==> config.mk <==
export PLATFORM = sky130hd
export DESIGN_NAME = fpga_apb_subsystem
export DESIGN_NICKNAME = d
export VERILOG_FILES = /design/src/apb_subsys_pkg.sv /design/src/apb_if.sv /design/src/ahb_to_apb_ctrl.sv /design/src/apb_slot_mux.sv /design/src/fpga_io_regs.sv /design/src/cfg_regs.sv /design/src/fpga_apb_subsystem.sv
export SDC_FILE = /design/constraint.sdc
export NUM_CORES = 1
export LEC_CHECK = 0
export ABC_AREA = 1
export ABC_CLOCK_PERIOD_IN_PS = 7050
export BUFFER_PORTS_ARGS = -buffer_cell sky130_fd_sc_hd__buf_2
export CAP_MARGIN = 20
export CORE_ASPECT_RATIO = 1.4
export CORE_UTILIZATION = 46
export CTS_BUF_LIST = sky130_fd_sc_hd__clkbuf_8
export CTS_CLUSTER_DIAMETER = 150
export CTS_CLUSTER_SIZE = 8
export DETAILED_ROUTE_END_ITERATION = 8
export HOLD_SLACK_MARGIN = 0.15
export SLEW_MARGIN = 10
export SYNTH_ARGS = -nofsm -noshare
export SYNTH_HDL_FRONTEND = slang
export SYNTH_HIERARCHICAL = 1
export SYNTH_SLANG_ARGS = --single-unit
==> constraint.sdc <==
create_clock -name i_hclk -period 7.05 [get_ports i_hclk]
set_input_delay 0.705 -clock i_hclk [delete_from_list [all_inputs] [get_ports i_hclk]]
set_output_delay 0.705 -clock i_hclk [all_outputs]
set_load 0.01 [all_outputs]
==> src/apb_subsys_pkg.sv <==
`default_nettype none

package apb_subsys_pkg;

  // ------------------------------------------------
  // Bus widths
  // ------------------------------------------------
  localparam int ADDR_W = 16;
  localparam int DATA_W = 32;
  localparam int SLOT_W = 4;   // Address bits 15:12
  localparam int OFFS_W = 12;  // Address bits 11:0

  // Mapped APB slots, everything else answers PSLVERR
  typedef enum logic [SLOT_W-1:0] {
    SLOT_IO_REGS = 4'd8,
    SLOT_CFG     = 4'd15
  } apb_slot_t;

  // ------------------------------------------------
  // FPGA I/O register block
  // ------------------------------------------------
  localparam logic [OFFS_W-1:0] IO_LED_OFFS      = 12'h000;
  localparam logic [OFFS_W-1:0] IO_BUTTON_OFFS   = 12'h008;
  localparam logic [OFFS_W-1:0] IO_CNT100HZ_OFFS = 12'h010;
  localparam logic [OFFS_W-1:0] IO_MISC_OFFS     = 12'h04C;

  localparam int LED_W    = 2;
  localparam int BUTTON_W = 2;
  localparam int MISC_W   = 10;

  // ------------------------------------------------
  // Configuration register block
  // ------------------------------------------------
  localparam logic [OFFS_W-1:0] CFG_REG0_OFFS = 12'h000;
  localparam logic [OFFS_W-1:0] CFG_REG1_OFFS = 12'h004;
  localparam logic [OFFS_W-1:0] CFG_ID_OFFS   = 12'hFFC;

  localparam logic [DATA_W-1:0] CFG_ID_VALUE = 32'h0A9B_1001;

  // Bridge sequencing
  typedef enum logic [1:0] {
    ST_IDLE,    // Ready for an address phase
    ST_SETUP,   // APB setup cycle
    ST_ACCESS,  // APB access cycle
    ST_ERR      // First cycle of the AHB error response
  } ctrl_state_t;

endpackage

`default_nettype wire

==> src/apb_if.sv <==
`timescale 1ns/1ps
`default_nettype none

interface apb_if
  import apb_subsys_pkg::*;
();

  logic [ADDR_W-1:0] paddr;
  logic              psel;
  logic              penable;
  logic              pwrite;
  logic [DATA_W-1:0] pwdata;
  logic [DATA_W-1:0] prdata;
  logic              pready;
  logic              pslverr;

  // Requester side
  modport master (
    output paddr, psel, penable, pwrite, pwdata,
    input  prdata, pready, pslverr
  );

  // Completer side
  modport slave (
    input  paddr, psel, penable, pwrite, pwdata,
    output prdata, pready, pslverr
  );

endinterface

`default_nettype wire

==> src/ahb_to_apb_ctrl.sv <==
`timescale 1ns/1ps
`default_nettype none

module ahb_to_apb_ctrl
  import apb_subsys_pkg::*;
(
  input  logic              i_hclk,
  input  logic              i_rst,

  // AHB-lite slave side
  input  logic              i_hsel,
  input  logic [ADDR_W-1:0] i_haddr,
  input  logic [1:0]        i_htrans,
  input  logic              i_hwrite,
  input  logic              i_hready,
  input  logic [DATA_W-1:0] i_hwdata,
  output logic [DATA_W-1:0] o_hrdata,
  output logic              o_hresp,
  output logic              o_hreadyout,

  // APB master side
  apb_if.master             m_apb
);

  ctrl_state_t       state;
  ctrl_state_t       state_nxt;
  logic              accept;
  logic              xfer_done;
  logic [ADDR_W-1:0] addr_q;
  logic              write_q;
  logic [DATA_W-1:0] wdata_q;
  logic [DATA_W-1:0] rdata_q;
  logic              hresp_q;

  // NONSEQ or SEQ while we are free
  assign accept    = i_hsel & i_htrans[1] & i_hready & o_hreadyout;
  assign xfer_done = (state == ST_ACCESS) & m_apb.pready;

  // ------------------------------------------------
  // State machine
  // ------------------------------------------------
  always_comb begin
    state_nxt = state;
    unique case (state)
      ST_IDLE: begin
        if (accept) begin
          state_nxt = ST_SETUP;
        end
      end
      ST_SETUP: begin
        state_nxt = ST_ACCESS;
      end
      ST_ACCESS: begin
        if (m_apb.pready) begin
          state_nxt = m_apb.pslverr ? ST_ERR : ST_IDLE;
        end
      end
      ST_ERR: begin
        state_nxt = ST_IDLE;  // Second error cycle has hreadyout high
      end
      default: begin
        state_nxt = ST_IDLE;
      end
    endcase
  end

  always_ff @(posedge i_hclk) begin
    if (i_rst) begin
      state   <= ST_IDLE;
      write_q <= 1'b0;
      hresp_q <= 1'b0;
    end else begin
      state <= state_nxt;
      if (accept) begin
        write_q <= i_hwrite;
      end
      // Held through ST_ERR and the following ready cycle
      if (xfer_done && m_apb.pslverr) begin
        hresp_q <= 1'b1;
      end else if (state == ST_IDLE) begin
        hresp_q <= 1'b0;
      end
    end
  end

  // ------------------------------------------------
  // Address, write and read data capture
  // ------------------------------------------------
  always_ff @(posedge i_hclk) begin
    if (accept) begin
      addr_q <= i_haddr;
    end
    if (state == ST_SETUP) begin
      wdata_q <= i_hwdata;  // First data phase cycle
    end
    if (xfer_done && !write_q) begin
      rdata_q <= m_apb.prdata;
    end
  end

  // APB outputs
  assign m_apb.paddr   = addr_q;
  assign m_apb.pwrite  = write_q;
  assign m_apb.psel    = (state == ST_SETUP) | (state == ST_ACCESS);
  assign m_apb.penable = (state == ST_ACCESS);
  // Setup takes hwdata straight from the bus, access uses the copy
  assign m_apb.pwdata  = (state == ST_SETUP) ? i_hwdata : wdata_q;

  // AHB response
  assign o_hreadyout = (state == ST_IDLE);
  assign o_hresp     = hresp_q;
  assign o_hrdata    = rdata_q;

endmodule

`default_nettype wire

==> src/apb_slot_mux.sv <==
`timescale 1ns/1ps
`default_nettype none

module apb_slot_mux
  import apb_subsys_pkg::*;
(
  apb_if.slave  s_apb,    // From the bridge
  apb_if.master io_apb,   // Slot 8
  apb_if.master cfg_apb   // Slot 15
);

  logic [SLOT_W-1:0] slot;
  logic              hit_io;
  logic              hit_cfg;

  assign slot    = s_apb.paddr[ADDR_W-1 -: SLOT_W];
  assign hit_io  = (slot == SLOT_IO_REGS);
  assign hit_cfg = (slot == SLOT_CFG);

  // ------------------------------------------------
  // Request fan-out
  // ------------------------------------------------
  assign io_apb.paddr    = s_apb.paddr;
  assign io_apb.penable  = s_apb.penable;
  assign io_apb.pwrite   = s_apb.pwrite;
  assign io_apb.pwdata   = s_apb.pwdata;
  assign io_apb.psel     = s_apb.psel & hit_io;

  assign cfg_apb.paddr   = s_apb.paddr;
  assign cfg_apb.penable = s_apb.penable;
  assign cfg_apb.pwrite  = s_apb.pwrite;
  assign cfg_apb.pwdata  = s_apb.pwdata;
  assign cfg_apb.psel    = s_apb.psel & hit_cfg;

  // ------------------------------------------------
  // Response steering
  // ------------------------------------------------
  always_comb begin
    s_apb.prdata  = '0;
    s_apb.pready  = 1'b1;
    s_apb.pslverr = 1'b0;
    if (hit_io) begin
      s_apb.prdata  = io_apb.prdata;
      s_apb.pready  = io_apb.pready;
      s_apb.pslverr = io_apb.pslverr;
    end else if (hit_cfg) begin
      s_apb.prdata  = cfg_apb.prdata;
      s_apb.pready  = cfg_apb.pready;
      s_apb.pslverr = cfg_apb.pslverr;
    end else begin
      // Nothing lives here
      s_apb.pslverr = s_apb.psel;
    end
  end

endmodule

`default_nettype wire

==> src/fpga_io_regs.sv <==
`timescale 1ns/1ps
`default_nettype none

module fpga_io_regs
  import apb_subsys_pkg::*;
(
  input  logic                i_hclk,
  input  logic                i_rst,
  input  logic                i_clk_100hz,  // Slow, asynchronous
  input  logic [BUTTON_W-1:0] i_buttons,    // Asynchronous
  output logic [LED_W-1:0]    o_leds,
  output logic [MISC_W-1:0]   o_fpga_misc,
  apb_if.slave                s_apb
);

  logic [OFFS_W-1:0]   offs;
  logic                wr_en;
  logic                rd_en;
  logic [BUTTON_W-1:0] btn_meta;
  logic [BUTTON_W-1:0] btn_sync;
  logic                tick_meta;
  logic                tick_sync;
  logic                tick_dly;
  logic                tick_rise;
  logic [LED_W-1:0]    led_q;
  logic [MISC_W-1:0]   misc_q;
  logic [DATA_W-1:0]   cnt_q;

  assign offs  = s_apb.paddr[OFFS_W-1:0];
  assign wr_en = s_apb.psel & s_apb.penable & s_apb.pwrite;
  assign rd_en = s_apb.psel & ~s_apb.pwrite;

  // ------------------------------------------------
  // Input synchronizers
  // ------------------------------------------------
  always_ff @(posedge i_hclk) begin
    if (i_rst) begin
      btn_meta  <= '0;
      btn_sync  <= '0;
      tick_meta <= 1'b0;
      tick_sync <= 1'b0;
      tick_dly  <= 1'b0;
    end else begin
      btn_meta  <= i_buttons;
      btn_sync  <= btn_meta;
      tick_meta <= i_clk_100hz;
      tick_sync <= tick_meta;
      tick_dly  <= tick_sync;  // For edge detect
    end
  end

  assign tick_rise = tick_sync & ~tick_dly;

  // ------------------------------------------------
  // Registers
  // ------------------------------------------------
  always_ff @(posedge i_hclk) begin
    if (i_rst) begin
      led_q  <= '0;
      misc_q <= '0;
      cnt_q  <= '0;
    end else begin
      if (wr_en && offs == IO_LED_OFFS) begin
        led_q <= s_apb.pwdata[LED_W-1:0];
      end
      if (wr_en && offs == IO_MISC_OFFS) begin
        misc_q <= s_apb.pwdata[MISC_W-1:0];
      end
      // A load beats a tick in the same cycle
      if (wr_en && offs == IO_CNT100HZ_OFFS) begin
        cnt_q <= s_apb.pwdata;
      end else if (tick_rise) begin
        cnt_q <= cnt_q + 1'b1;
      end
    end
  end

  // Read back, unlisted offsets give 0
  always_comb begin
    s_apb.prdata = '0;
    if (rd_en) begin
      unique case (offs)
        IO_LED_OFFS:      s_apb.prdata = {{(DATA_W-LED_W){1'b0}}, led_q};
        IO_BUTTON_OFFS:   s_apb.prdata = {{(DATA_W-BUTTON_W){1'b0}}, btn_sync};
        IO_CNT100HZ_OFFS: s_apb.prdata = cnt_q;
        IO_MISC_OFFS:     s_apb.prdata = {{(DATA_W-MISC_W){1'b0}}, misc_q};
        default:          s_apb.prdata = '0;
      endcase
    end
  end

  assign s_apb.pready  = 1'b1;  // Zero wait
  assign s_apb.pslverr = 1'b0;

  assign o_leds      = led_q;
  assign o_fpga_misc = misc_q;

endmodule

`default_nettype wire

==> src/cfg_regs.sv <==
`timescale 1ns/1ps
`default_nettype none

module cfg_regs
  import apb_subsys_pkg::*;
(
  input  logic  i_hclk,
  input  logic  i_rst,
  output logic  o_zbt_boot_ctrl,  // ZBT boot select
  apb_if.slave  s_apb
);

  logic [OFFS_W-1:0] offs;
  logic              wr_en;
  logic              rd_en;
  logic [DATA_W-1:0] reg0_q;
  logic [DATA_W-1:0] reg1_q;

  assign offs  = s_apb.paddr[OFFS_W-1:0];
  assign wr_en = s_apb.psel & s_apb.penable & s_apb.pwrite;
  assign rd_en = s_apb.psel & ~s_apb.pwrite;

  // ------------------------------------------------
  // Read/write registers, ID write is dropped
  // ------------------------------------------------
  always_ff @(posedge i_hclk) begin
    if (i_rst) begin
      reg0_q <= '0;
      reg1_q <= '0;
    end else if (wr_en) begin
      if (offs == CFG_REG0_OFFS) begin
        reg0_q <= s_apb.pwdata;
      end
      if (offs == CFG_REG1_OFFS) begin
        reg1_q <= s_apb.pwdata;
      end
    end
  end

  always_comb begin
    s_apb.prdata = '0;
    if (rd_en) begin
      unique case (offs)
        CFG_REG0_OFFS: s_apb.prdata = reg0_q;
        CFG_REG1_OFFS: s_apb.prdata = reg1_q;
        CFG_ID_OFFS:   s_apb.prdata = CFG_ID_VALUE;
        default:       s_apb.prdata = '0;
      endcase
    end
  end

  assign s_apb.pready  = 1'b1;
  assign s_apb.pslverr = 1'b0;

  assign o_zbt_boot_ctrl = reg0_q[0];

endmodule

`default_nettype wire

==> src/fpga_apb_subsystem.sv <==
`timescale 1ns/1ps
`default_nettype none

module fpga_apb_subsystem
  import apb_subsys_pkg::*;
(
  input  logic                i_hclk,
  input  logic                i_rst,
  input  logic                i_clk_100hz,

  // AHB-lite slave port
  input  logic                i_hsel,
  input  logic [ADDR_W-1:0]   i_haddr,
  input  logic [1:0]          i_htrans,
  input  logic                i_hwrite,
  input  logic                i_hready,
  input  logic [DATA_W-1:0]   i_hwdata,
  output logic [DATA_W-1:0]   o_hrdata,
  output logic                o_hresp,
  output logic                o_hreadyout,

  // Board pins
  output logic [LED_W-1:0]    o_leds,
  input  logic [BUTTON_W-1:0] i_buttons,
  output logic [MISC_W-1:0]   o_fpga_misc,
  output logic                o_zbt_boot_ctrl
);

  apb_if m_apb ();    // Bridge to mux
  apb_if io_apb ();   // Slot 8
  apb_if cfg_apb ();  // Slot 15

  // ------------------------------------------------
  // AHB to APB bridge
  // ------------------------------------------------
  ahb_to_apb_ctrl u_ctrl (
    .i_hclk      (i_hclk),
    .i_rst       (i_rst),
    .i_hsel      (i_hsel),
    .i_haddr     (i_haddr),
    .i_htrans    (i_htrans),
    .i_hwrite    (i_hwrite),
    .i_hready    (i_hready),
    .i_hwdata    (i_hwdata),
    .o_hrdata    (o_hrdata),
    .o_hresp     (o_hresp),
    .o_hreadyout (o_hreadyout),
    .m_apb       (m_apb)
  );

  apb_slot_mux u_mux (
    .s_apb   (m_apb),
    .io_apb  (io_apb),
    .cfg_apb (cfg_apb)
  );

  // ------------------------------------------------
  // Peripherals
  // ------------------------------------------------
  fpga_io_regs u_io (
    .i_hclk      (i_hclk),
    .i_rst       (i_rst),
    .i_clk_100hz (i_clk_100hz),
    .i_buttons   (i_buttons),
    .o_leds      (o_leds),
    .o_fpga_misc (o_fpga_misc),
    .s_apb       (io_apb)
  );

  cfg_regs u_cfg (
    .i_hclk          (i_hclk),
    .i_rst           (i_rst),
    .o_zbt_boot_ctrl (o_zbt_boot_ctrl),
    .s_apb           (cfg_apb)
  );

endmodule

`default_nettype wire

# == Word level (Yosys, flattened, before mapping) ==
# Index checks and enable logic that the tools add are counted.
# word_totals
regBits,199
in_bits,58
out_inout_bits,47
# classes
add_sub_neg,1
n_eq_ne,11
mux,16
bitwise_logic,15
reduce_logical,12
# op_table
operator,n
32-bit 2-to-1 mux,7
32-bit case mux with 4 select lines,1
32-bit case mux with 3 select lines,1
"32-bit by 1-bit adder with 32-bit output, second input constant",1
1-bit AND,12
"12-bit == test, second input constant",1
"12-bit by 3-bit == test with 1-bit output, second input constant",1
"12-bit by 4-bit == test with 1-bit output, second input constant",1
"12-bit by 5-bit == test with 1-bit output, second input constant",1
"12-bit by 7-bit == test with 1-bit output, second input constant",1
12-bit zero test,1
"4-bit == test, second input constant",2
2-bit case mux with 4 select lines,1
1-bit logical AND,5
"2-bit == test, second input constant",2
1-bit 2-to-1 mux,4
2-bit 2-to-1 mux,2
2-bit AND reduction,2
2-bit nonzero test,2
"2-bit by 1-bit == test with 1-bit output, second input constant",1
2-bit zero test,1
"2-bit != test, second input constant",1
1-bit NOT,2
1-bit zero test,1
1-bit bitwise OR,1

# == Depth between registers and ports, before layout ==
# Gate-level depths: netlist of run 1.
# depth
ltp_word,7
ltp_mapped,13
mapped_depth_nobuf,13

# == Modules after synthesis ==
# Netlist of run 1, hierarchy kept.
# modules_own_cells
module,n_inst,cells_each,area_each_um2
fpga_io_regs,1,624,3669.8
cfg_regs,1,618,3647.2
ahb_to_apb_ctrl,1,152,2871.5
apb_slot_mux,1,225,1308.8

# == Worst setup path after synthesis of run 1 ==
# OpenSTA, ideal clock, no wires.
# synth_path
path_type,flip-flop to flip-flop
from,reg u_ctrl.state[0]
to,reg u_ctrl.rdata_q[0] (netlist: u_ctrl/o_hrdata[0]) (enable)
setup_time_ns,0.421
arrival_time_ns,2.031
required_time_ns,6.629
path_slack_ns,4.598
stages_incl_launch_ff,5
cell_sequence,dfxtp_1 -> inv_1 -> ha_1 -> nand2_1 -> nor2_1
# synth_via
elab_chain_cells,2
# synth_rtl
item,line,rtl
"start, declared",ahb_to_apb_ctrl.sv:25,ctrl_state_t state;
"start signal, assigned",ahb_to_apb_ctrl.sv:73,state <= state_nxt;
2-bit == test,-,
net m_apb.penable,apb_if.sv:10,logic penable;
1-bit logical AND,ahb_to_apb_ctrl.sv:96,if (xfer_done && !write_q) begin
"end signal, assigned",ahb_to_apb_ctrl.sv:97,rdata_q <= m_apb.prdata;
"end, declared",ahb_to_apb_ctrl.sv:32,logic [DATA_W-1:0] rdata_q;
# The timed path passes the listed nets, and every way through them passes these cells.
# A chain may end at the register's enable or synchronous reset.

# == Worst setup path in the final report of run 1 ==
# layout_path
from,reg u_ctrl.addr_q[12] (netlist: u_ctrl/m_apb.paddr[12])
to,reg u_io.cnt_q[8]
# layout_via
elab_chain_cells,6
word_cells_on_any_way,7
cone_classes,1 x eq/ne; 1 x mux; 3 x bitwise; 2 x reduce/logical
# layout_rtl
item,line,rtl
"start, declared",ahb_to_apb_ctrl.sv:29,logic [ADDR_W-1:0] addr_q;
"start signal, assigned",ahb_to_apb_ctrl.sv:91,addr_q <= i_haddr;
4-bit == test (*),apb_slot_mux.sv:17,assign hit_io = (slot == SLOT_IO_REGS);
1-bit AND (*),apb_slot_mux.sv:27,assign io_apb.psel = s_apb.psel & hit_io;
net io_apb.psel,apb_if.sv:9,logic psel;
1-bit AND (*) (2 in a row),fpga_io_regs.sv:30,assign wr_en = s_apb.psel & s_apb.penable & s_apb.pwrite;
1-bit logical AND (*),fpga_io_regs.sv:70,if (wr_en && offs == IO_CNT100HZ_OFFS) begin
32-bit 2-to-1 mux / 2-bit nonzero test (equally long branches),-,
"end signal, assigned",fpga_io_regs.sv:71,cnt_q <= s_apb.pwdata;
"end signal, assigned",fpga_io_regs.sv:73,cnt_q <= cnt_q + 1'b1;
"end, declared",fpga_io_regs.sv:27,logic [DATA_W-1:0] cnt_q;
# Mark *: on every way through the listed nets, which the timed path passes. The rest lies on a longest branch.

==> results of run 1 <==
[per-layer routing]
layer	up-vias	share of wire (%)	track usage (%)	wire [um]
met5	-	0	0	0
met4	0	3.0	9.68	911
met3	48	5.6	3.55	1670
met2	332	47	39.6	14100
met1	4350	44	31.7	13300
li1	4847	-	-	-
[registers in the layout, indices dropped and copies added, names as in the netlist, 10 cells and up]
| name | count |
|---|---|
| u_ctrl/m_apb.paddr | 16 |
| u_io/o_fpga_misc | 10 |
| u_io/cnt_q | 32 |
| u_ctrl/wdata_q | 32 |
| u_ctrl/o_hrdata | 32 |
| u_cfg/reg0_q | 32 |
| u_cfg/reg1_q | 32 |
[stage by stage]
step	util, %	cell area [sq um]	worst slack, ps	cells
floorplan	-	11400	4600	1611
global placement	46.3	11200	3550	1866
detailed placement	46.4	11200	3500	1867
CTS	48.0	11600	3460	1899
global route	48.0	11600	3170	1899
finish	48.0	11600	3360	1899
[where the power goes]
part	total, mW	leakage [nW]	switching (mW)	internal (mW)
Clock	0.728	0.189	0.440	0.288
Sequential	1.37	1.68	0.0442	1.33
Combinational	0.679	3.44	0.426	0.252
Total	2.78	5.31	0.910	1.87
[final timing paths]
path	start	endpoint	slack, ps	cells past startpoint
worst max-delay path	u_ctrl/m_apb.paddr[12]$_DFFE_PP_	u_io/cnt_q[8]$_SDFFE_PP0P_	3360	13
worst min-delay path	i_haddr[13]	u_ctrl/m_apb.paddr[13]$_DFFE_PP_	380	1
worst max register to register	u_ctrl/m_apb.paddr[12]$_DFFE_PP_	u_io/cnt_q[8]$_SDFFE_PP0P_	3360	13
worst min register to register	u_io/btn_meta[1]$_SDFF_PP0_	u_io/btn_sync[1]$_SDFF_PP0_	410	2
[placed cells by master (no fill, tap or decap), types with 2 or more instances in the layout]
cell        instances
a21oi_1            24
buf_4               7
clkinvlp_4          3
or2_0               2
nor2_1            240
clkbuf_8           17
nand3_4             3
clkinv_4            5
inv_1             215
inv_2               7
ha_1                4
nor3_1             27
nor2_2             11
nand3_2             4
a211oi_1           10
nand2_2             6
conb_1              4
mux2_2              2
nor2_4              7
nand2_1           393
buf_2             103
o21ai_0            25
nand4_1            21
and2_1              2
dfxtp_1           151
edfxtp_1           48
inv_8               3
mux2_4             30
o21ai_1             3
xor2_1              6
o22ai_1             4
nand3_1           191
[final cells by class]
type / instances / area (sq um)
flip-flops and latches: 199 / 4460
multi-input cells: 1026 / 4930
repair buffers: 111 / 588
clock inverters: 15 / 148
clock buffers: 17 / 234
inverters: 221 / 830
well taps: 310 / 388
fillers: 2533 / 12600
==> run metrics, run 1 <==
Synth Instances 1611; Cell Rows 67; number of gates resized after CTS 0; wire length per cell approximately 16 um; setup_tns 0 ps; clock insertion delay at the later pin of the skew report 490 ps; Synthesized Nets between 1500 and 2000; post-route ant nets 0; Final Hold Fails 0; Post-CTS Setup Inserts 0; Synth Area per Inst roughly 7.1 sq um; CP required 7440 ps; drt drc 0; Vias about 9600; first-pass GRT wire length about 47000 um; status finished, final reports clean; HP Class in -> reg; Pleak 5.31 nW; largest fanout on the critical path 39; Hold Worst Slack roughly 380 ps; cts-stage hold buffer count 0; Post-Route WL 29900 um; DIE AREA 25500 sq um; Port-buffer cells slightly above 100; Mapped Area 11400 sq um; drt via density roughly 5.0; VDD IR-drop max approximately 0.00014 V; fraction of layout cells with a size suffix above 1 a little over an eighth; YS warnings 6; cell mode on critical path nand2_1; Final period util between 50% and 60%; initial antenna violation count 0; htree depth 4; DR pass1 iterations 5; Worst EP arrival between 4000 and 5000 ps; Slew headroom ~27%; pwr dens 240 nW/um^2; total congestion overflow 0; type of origin of the critical path flop; Buf/Inv on CP 3; Initial Util 47.4%; Bufs on Longest Clock Path 2; Slowest-stage cell, CP nor2_2; vias in the first global route between 8000 and 9000; Reg clk slew, reported paths 110 ps; Setup CP Type reg -> reg; CP max stage delay a little under 800 ps; die height roughly 190 um; Max Slew Vio Count 0; Clock Skews 18.2 ps; CTS buffer count 17; fmax about 0.27 GHz; # IOs 105; RSZ-0062 raised after global routing no; largest net degree at the start of global routing approximately 70; CTS tree yes; Core ar. approximately 24000 sq um; Final setup viols 0; Layout area overhead 1.28%; DRT iter0 DRCs ~770; Max Cap Viol 0; CP delay by family, top simple AND/OR/NAND/NOR gates; crit end category flop; Slew @ Worst Pin between 1000 and 1500 ps; GRT Util Overall 24.2%; diode count 0; hpwl dp between 20000 and 25000 um; Tmin final between 3000 and 4000 ps; root buffer cell clkbuf_8; PnR Total Power 2.78 mW; Die W 135 um; fin nets about 1600; Final Wtd Congestion 0.894; critical path, cell by cell nor2_2 > buf_4 > nand2_1 > nor2_1 > nand2_1 > nor2_2 > nand3_4 > nand2_1 > inv_2 > nand2_1 > nand3_1 > nand2_1 > inv_1; # clock sinks 199
(Power assumes the default switching activity.)
==> run 2: changes to the inputs <==
--- a/config.mk
+++ b/config.mk
@@ -6,7 +6,7 @@
 export NUM_CORES = 1
 export LEC_CHECK = 0
 export ABC_AREA = 1
-export ABC_CLOCK_PERIOD_IN_PS = 7050
+export ABC_CLOCK_PERIOD_IN_PS = 3400
 export BUFFER_PORTS_ARGS = -buffer_cell sky130_fd_sc_hd__buf_2
 export CAP_MARGIN = 20
 export CORE_ASPECT_RATIO = 1.4
==> constraint.sdc (replaced) <==
create_clock -name i_hclk -period 3.4 [get_ports i_hclk]
set_input_delay 0.34 -clock i_hclk [delete_from_list [all_inputs] [get_ports i_hclk]]
set_output_delay 0.34 -clock i_hclk [all_outputs]
set_load 0.01 [all_outputs]
==> run metrics, run 2 (synthesis gave the netlist of run 1 again) <==
status finished, final reports clean (unchanged); Clk pwr share 24.8% (was 26.2%); largest fanout on the critical path 66 (was 39); Slowest-stage cell, CP nand3_4 (was nor2_2); switching share of power 33.3% (was 32.8%); Hold Worst Slack 204 ps (was 376 ps); Final setup viols 0 (unchanged); switching power 1.91 mW (was 0.910 mW); drt drc 0 (unchanged); Buf/Inv on CP 1 (was 3); Worst EP arrival 3060 ps (was 4080 ps); cts-stage hold buffer count 49 (was 0); total congestion overflow 0 (unchanged); number of gates resized after CTS 0 (unchanged); drt via density 4.94 (was 5.04); DRT iter0 DRCs 813 (was 769); GRT Max-Usage Layer met2 (unchanged); setup_tns 0 ps (unchanged); Slew @ Worst Pin 1080 ps (was 1090 ps); critical path, cell by cell nor2_1 > nand2_1 > nor2_4 > buf_4 > nand3_4 > nor2_1 > nor2_1 (was nor2_2 > buf_4 > nand2_1 > nor2_1 > nand2_1 > nor2_2 > nand3_4 > nand2_1 > inv_2 > nand2_1 > nand3_1 > nand2_1 > inv_1); DR pass1 iterations 7 (was 5); HP Class in -> reg (unchanged); cells on worst reg2reg path 7 (was 13); Final Wtd Congestion 0.882 (was 0.894); diode count 0 (unchanged); post-route ant nets 0 (unchanged); Die W 135 um (unchanged); first-pass GRT wire length 48200 um (was 47000 um); type of origin of the critical path flop (unchanged); fraction of layout cells with a size suffix above 1 13.8% (was 13.7%); initial antenna violation count 0 (unchanged); Post-CTS Setup Inserts 0 (unchanged); Final period util 78.5% (was 52.3%); Pleak 5.54 nW (was 5.31 nW); Final Hold Fails 0 (unchanged); GRT Util Overall 24.8% (was 24.2%); Bufs on Longest Clock Path 2 (unchanged); Hold EP u_ctrl/wdata_q[1]$_DFF_P_ (was u_ctrl/m_apb.paddr[13]$_DFFE_PP_); VDD IR-drop max 0.000312 V (was 0.000142 V); pre-CTS setup slack 781 ps (was 3500 ps); die height 189 um (unchanged); flop-to-flop setup slack 730 ps (was 3360 ps); Vias 9667 (was 9577); Cell Rows 67 (unchanged); CTS tree yes (unchanged); Post-Route WL 30300 um (was 29900 um); hold path start i_hwdata[1] (was i_haddr[13]); CTS buffer count 17 (unchanged); root buffer cell clkbuf_8 (unchanged); fmax 0.375 GHz (was 0.271 GHz); leading cell type in the layout, fill and taps excluded nand2_1 (unchanged); Pint 3.83 mW (was 1.87 mW); htree depth 4 (unchanged); M2 GR Usage 40.1% (was 39.6%); Flop pwr share 49.5% (was 49.3%); Layout area overhead 6.00% (was 1.28%); Reg clk slew, reported paths 100 ps (was 110 ps); Setup CP Type reg -> reg (unchanged); largest net degree at the start of global routing 67 (was 68); hold path depth 2 (was 1); Max Slew Vio Count 0 (unchanged); hpwl dp 20700 um (was 20300 um); Max Cap Viol 0 (unchanged); fin nets 1698 (was 1639); cell mode on critical path nor2_1 (was nand2_1); # IOs 105 (unchanged); CP required 3790 ps (was 7440 ps); crit end category flop (unchanged); Clock Skews 10.4 ps (was 18.2 ps); Tmin final 2670 ps (was 3690 ps); Port-buffer cells 103 (unchanged); CP delay by family, top simple AND/OR/NAND/NOR gates (unchanged); launch point of the worst reg-to-reg path u_ctrl/m_apb.paddr[5]$_DFFE_PP_ (was u_ctrl/m_apb.paddr[12]$_DFFE_PP_); fillers 2421 (was 2533); pwr dens 474 nW/um^2 (was 240 nW/um^2); routing usage on met3 3.42% (was 3.55%); Slew headroom 27.8% (was 27.3%); DIE AREA 25500 sq um (unchanged); clock insertion delay at the later pin of the skew report 490 ps (about the same); vias in the first global route 8986 (was 8782); setup ws final 731 ps (was 3360 ps); commonest non-fill, non-tap cells in the layout 393 x nand2_1, 240 x nor2_1, 214 x inv_1 (was 393 x nand2_1, 240 x nor2_1, 215 x inv_1); Core ar. 24100 sq um (unchanged); # clock sinks 199 (unchanged); logic gate share of total power 25.6% (was 24.4%); worst reg2reg path endpoint u_cfg/reg0_q[29]$_SDFFE_PP0P_ (was u_io/cnt_q[8]$_SDFFE_PP0P_); Initial Util 47.4% (unchanged); GR Util met1 32.6% (was 31.7%); wire length per cell 15.5 um (was 15.8 um); CP max stage delay 730 ps (was 790 ps); RSZ-0062 raised after global routing no (unchanged)
run 2: stage by stage:
| stage | cells | power [mW] | util (%) | cell area [sq um] |
|---|---|---|---|---|
| finish | 1958 | 5.74 | 50.2 | 12100 |
| global route | 1958 | 6.00 | 50.2 | 12100 |
| CTS | 1958 | 5.79 | 50.2 | 12100 |
| detailed placement | 1877 | 4.34 | 46.7 | 11300 |
| global placement | 1876 | 4.32 | 46.6 | 11300 |
| floorplan | 1611 | 4.51 | - | 11400 |
run 2: how the worst max path moves through the flow:
stage | start | end | slack, ps | depth (start not counted)
finish | u_ctrl/m_apb.paddr[5]$_DFFE_PP_ | u_cfg/reg0_q[29]$_SDFFE_PP0P_ | 730 | 7
global route | u_ctrl/state[1]$_SDFFE_PP0P_ | u_cfg/reg0_q[24]$_SDFFE_PP0P_ | 430 | 10
CTS | u_ctrl/m_apb.paddr[5]$_DFFE_PP_ | u_cfg/reg0_q[29]$_SDFFE_PP0P_ | 740 | 7
detailed placement | u_ctrl/m_apb.paddr[5]$_DFFE_PP_ | u_cfg/reg0_q[25]$_SDFFE_PP0P_ | 780 | 7
global placement | u_ctrl/m_apb.paddr[5]$_DFFE_PP_ | u_cfg/reg0_q[22]$_SDFFE_PP0P_ | 820 | 7
floorplan | u_ctrl/state[0]$_SDFFE_PP0P_ | u_ctrl/o_hrdata[0]$_DFFE_PP_ | 950 | 4
run 2: power groups by stage:
stage	logic [mW]	clock network [mW]	registers, mW
6_report	1.47	1.43	2.85
5_1_grt	1.58	1.55	2.87
4_1_cts	1.48	1.46	2.85
3_5_place_dp	1.43	0	2.90
3_3_place_gp	1.43	0	2.89
2_1_floorplan	1.60	0	2.91
run 2: worst reg2reg max path, stage by stage (launching register included):
cell and delay, ps:
edfxtp_1 490, nor2_1 140, nand2_1 90, nor2_4 110
buf_4 570, nand3_4 790, nor2_1 320, nor2_1 70
run 2: layer usage:
metal	part of all wire, %	routed length, um
met2	48	14400
met1	44	13400
met4	3.4	1020
met5	0	0
met3	4.8	1460
run 2: cell type report:
type	count	area, sq um	area share [%]
multi-input combinational	1026	4930	40.7
sequential	199	4460	36.8
timing repair buffer	170	1150	9.52
inverter	221	830	6.84
tap	310	388	3.20
clock buffer	17	234	1.93
clock inverter	15	121	1.00
==> run 3: changes to the inputs <==
--- a/config.mk
+++ b/config.mk
@@ -5,8 +5,8 @@
 export SDC_FILE = /design/constraint.sdc
 export NUM_CORES = 1
 export LEC_CHECK = 0
-export ABC_AREA = 1
-export ABC_CLOCK_PERIOD_IN_PS = 3400
+export ABC_AREA = 0
+export ABC_CLOCK_PERIOD_IN_PS = 2700
 export BUFFER_PORTS_ARGS = -buffer_cell sky130_fd_sc_hd__buf_2
 export CAP_MARGIN = 20
 export CORE_ASPECT_RATIO = 1.4
==> constraint.sdc (replaced) <==
create_clock -name i_hclk -period 2.7 [get_ports i_hclk]
set_input_delay 0.27 -clock i_hclk [delete_from_list [all_inputs] [get_ports i_hclk]]
set_output_delay 0.27 -clock i_hclk [all_outputs]
set_load 0.01 [all_outputs]
==> run metrics, run 3 <==
Port-buffer cells 103 (unchanged); Mapped Area 10000 sq um (was 11400 sq um); Final period util 85.8% (was 78.5%); commonest non-fill, non-tap cells in the layout 151 x dfxtp_1, 104 x mux2i_1, 102 x buf_2 (was 393 x nand2_1, 240 x nor2_1, 214 x inv_1); clock insertion delay at the later pin of the skew report 480 ps (was 490 ps); Final Wtd Congestion 0.770 (was 0.882); Synthesized Nets 1019 (was 1674); leading cell type in the layout, fill and taps excluded dfxtp_1 (was nand2_1); Initial Util 47.1% (was 47.4%); # clock sinks 199 (unchanged); Max Slew Vio Count 0 (unchanged); Die W 127 um (was 135 um); Synth Instances 956 (was 1611); crit end category flop (unchanged); status finished, final reports clean (unchanged); VDD IR-drop max 0.000308 V (was 0.000312 V); CP delay by family, top simple AND/OR/NAND/NOR gates (unchanged); switching power 2.02 mW (was 1.91 mW); fmax 0.432 GHz (was 0.375 GHz); vias in the first global route 6584 (was 8986); Core ar. 21300 sq um (was 24100 sq um); post-route ant nets 0 (unchanged); CP max stage delay 600 ps (was 730 ps); pwr dens 619 nW/um^2 (was 474 nW/um^2); drt via density 5.31 (was 4.94); initial antenna violation count 0 (unchanged); first-pass GRT wire length 34600 um (was 48200 um); diode count 0 (unchanged); setup ws final 384 ps (was 731 ps); Final Core Density 51.7% (was 50.2%); type of origin of the critical path flop (unchanged); HP Class in -> reg (unchanged); YS warnings 6 (unchanged); DR pass1 iterations 5 (was 7); CTS buffer count 17 (unchanged); Post-CTS Setup Inserts 0 (unchanged); fin nets 1064 (was 1698); Slew headroom 45.5% (was 27.8%); WL met1 9600 um (was 13400 um); Reg clk slew, reported paths 110 ps (was 100 ps); Layout area overhead 9.55% (was 6.00%); htree depth 4 (unchanged); Cell Rows 63 (was 67); # IOs 105 (unchanged); critical path, cell by cell and4b_1 > and2_1 > a21oi_1 > nand4b_1 > nor2_1 > a22o_2 (was nor2_1 > nand2_1 > nor2_4 > buf_4 > nand3_4 > nor2_1 > nor2_1); GRT Util Overall 20.0% (was 24.8%); Worst EP arrival 2670 ps (was 3060 ps); Max Cap Viol 0 (unchanged); Clk pwr share 27.5% (was 24.8%); switching share of power 29.7% (was 33.3%); number of gates resized after CTS 0 (unchanged); cts-stage hold buffer count 52 (was 49); Flop pwr share 51.5% (was 49.5%); flop-to-flop setup slack 380 ps (was 730 ps); Clock Skews 18.6 ps (was 10.4 ps); setup_tns 0 ps (unchanged); Buf/Inv on CP 0 (was 1); Pleak 4.34 nW (was 5.54 nW); Tmin final 2320 ps (was 2670 ps); met2 wire length 11000 um (was 14400 um); wire length per cell 16.9 um (was 15.5 um); logic gate share of total power 21.0% (was 25.6%); Final Hold Fails 0 (unchanged); pre-CTS setup slack 370 ps (was 781 ps); Slowest-stage cell, CP nand4b_1 (was nand3_4); Slew @ Worst Pin 809 ps (was 1080 ps); highest routed layer met4 (unchanged); root buffer cell clkbuf_8 (unchanged); fraction of layout cells with a size suffix above 1 24.2% (was 13.8%); largest net degree at the start of global routing 65 (was 67); Synth Area per Inst 10.5 sq um (was 7.10 sq um); CP required 3050 ps (was 3790 ps); Bufs on Longest Clock Path 2 (unchanged); CTS tree yes (unchanged); largest fanout on the critical path 11 (was 66); metal3 WL 603 um (was 1460 um); hpwl dp 14100 um (was 20700 um); total congestion overflow 0 (unchanged); DIE AREA 22400 sq um (was 25500 sq um); Setup CP Type reg -> reg (unchanged); RSZ-0062 raised after global routing no (unchanged); die height 177 um (was 189 um); Vias 6771 (was 9667); Final setup viols 0 (unchanged); Pint 4.78 mW (was 3.83 mW); drt drc 0 (unchanged); DRT iter0 DRCs 394 (was 813); Post-Route WL 21600 um (was 30300 um)
==> run 3: path summary, 6_finish.rpt <==
kind | startpoint | end | depth (start not counted)
hold / removal | i_htrans[1] | u_ctrl/state[0]$_SDFFE_PP0P_ | 4
setup / recovery | u_ctrl/m_apb.paddr[4]$_DFFE_PP_ | u_ctrl/o_hrdata[1]$_DFFE_PP_ | 6
hold reg to reg | u_io/btn_meta[0]$_SDFF_PP0_ | u_io/btn_sync[0]$_SDFF_PP0_ | 1
setup reg to reg | u_ctrl/m_apb.paddr[4]$_DFFE_PP_ | u_ctrl/o_hrdata[1]$_DFFE_PP_ | 6
==> run 3: worst reg2reg max path: cells and delay by family, from the launching register on <==
family	cells	cell delay [ps]
simple gates	4	1390
compound gates	2	220
flops	1	590
==> run 3: metrics by stage <==
| step | hold slack [ps] | power [mW] | std cells | cell area (sq um) |
|---|---|---|---|---|
| floorplan | 339 | 5.39 | 956 | 10000 |
| global placement | 434 | 4.95 | 1190 | 10100 |
| detailed placement | 438 | 4.97 | 1190 | 10100 |
| CTS | 159 | 6.91 | 1274 | 11000 |
| global route | 179 | 7.15 | 1274 | 11000 |
| finish | 196 | 6.81 | 1274 | 11000 |
==> run 3: area by class of cell <==
class                   instances  area (sq um)
clock buffers                  17           234
multi-input cells             598          4540
well taps                     260           325
clock inverters                15           146
inverters                       4          15.0
repair buffers                181          1270
flip-flops and latches        199          4460
fillers                      1992         10300
==> run 3: metal layers <==
| metal | vias to the layer above | global-route usage, % |
|---|---|---|
| li1 | 3371 | - |
| met1 | 3252 | 24.5 |
| met2 | 123 | 35.1 |
| met3 | 25 | 3.36 |
| met4 | 0 | 7.59 |
| met5 | - | 0 |
==> run 3: power by group through the flow <==
stage	Combinational (mW)	Sequential [mW]	Clock, mW
floorplan	1.82	3.57	0
global placement	1.39	3.56	0
detailed placement	1.40	3.57	0
CTS	1.46	3.51	1.95
global route	1.57	3.54	2.04
finish	1.43	3.50	1.87
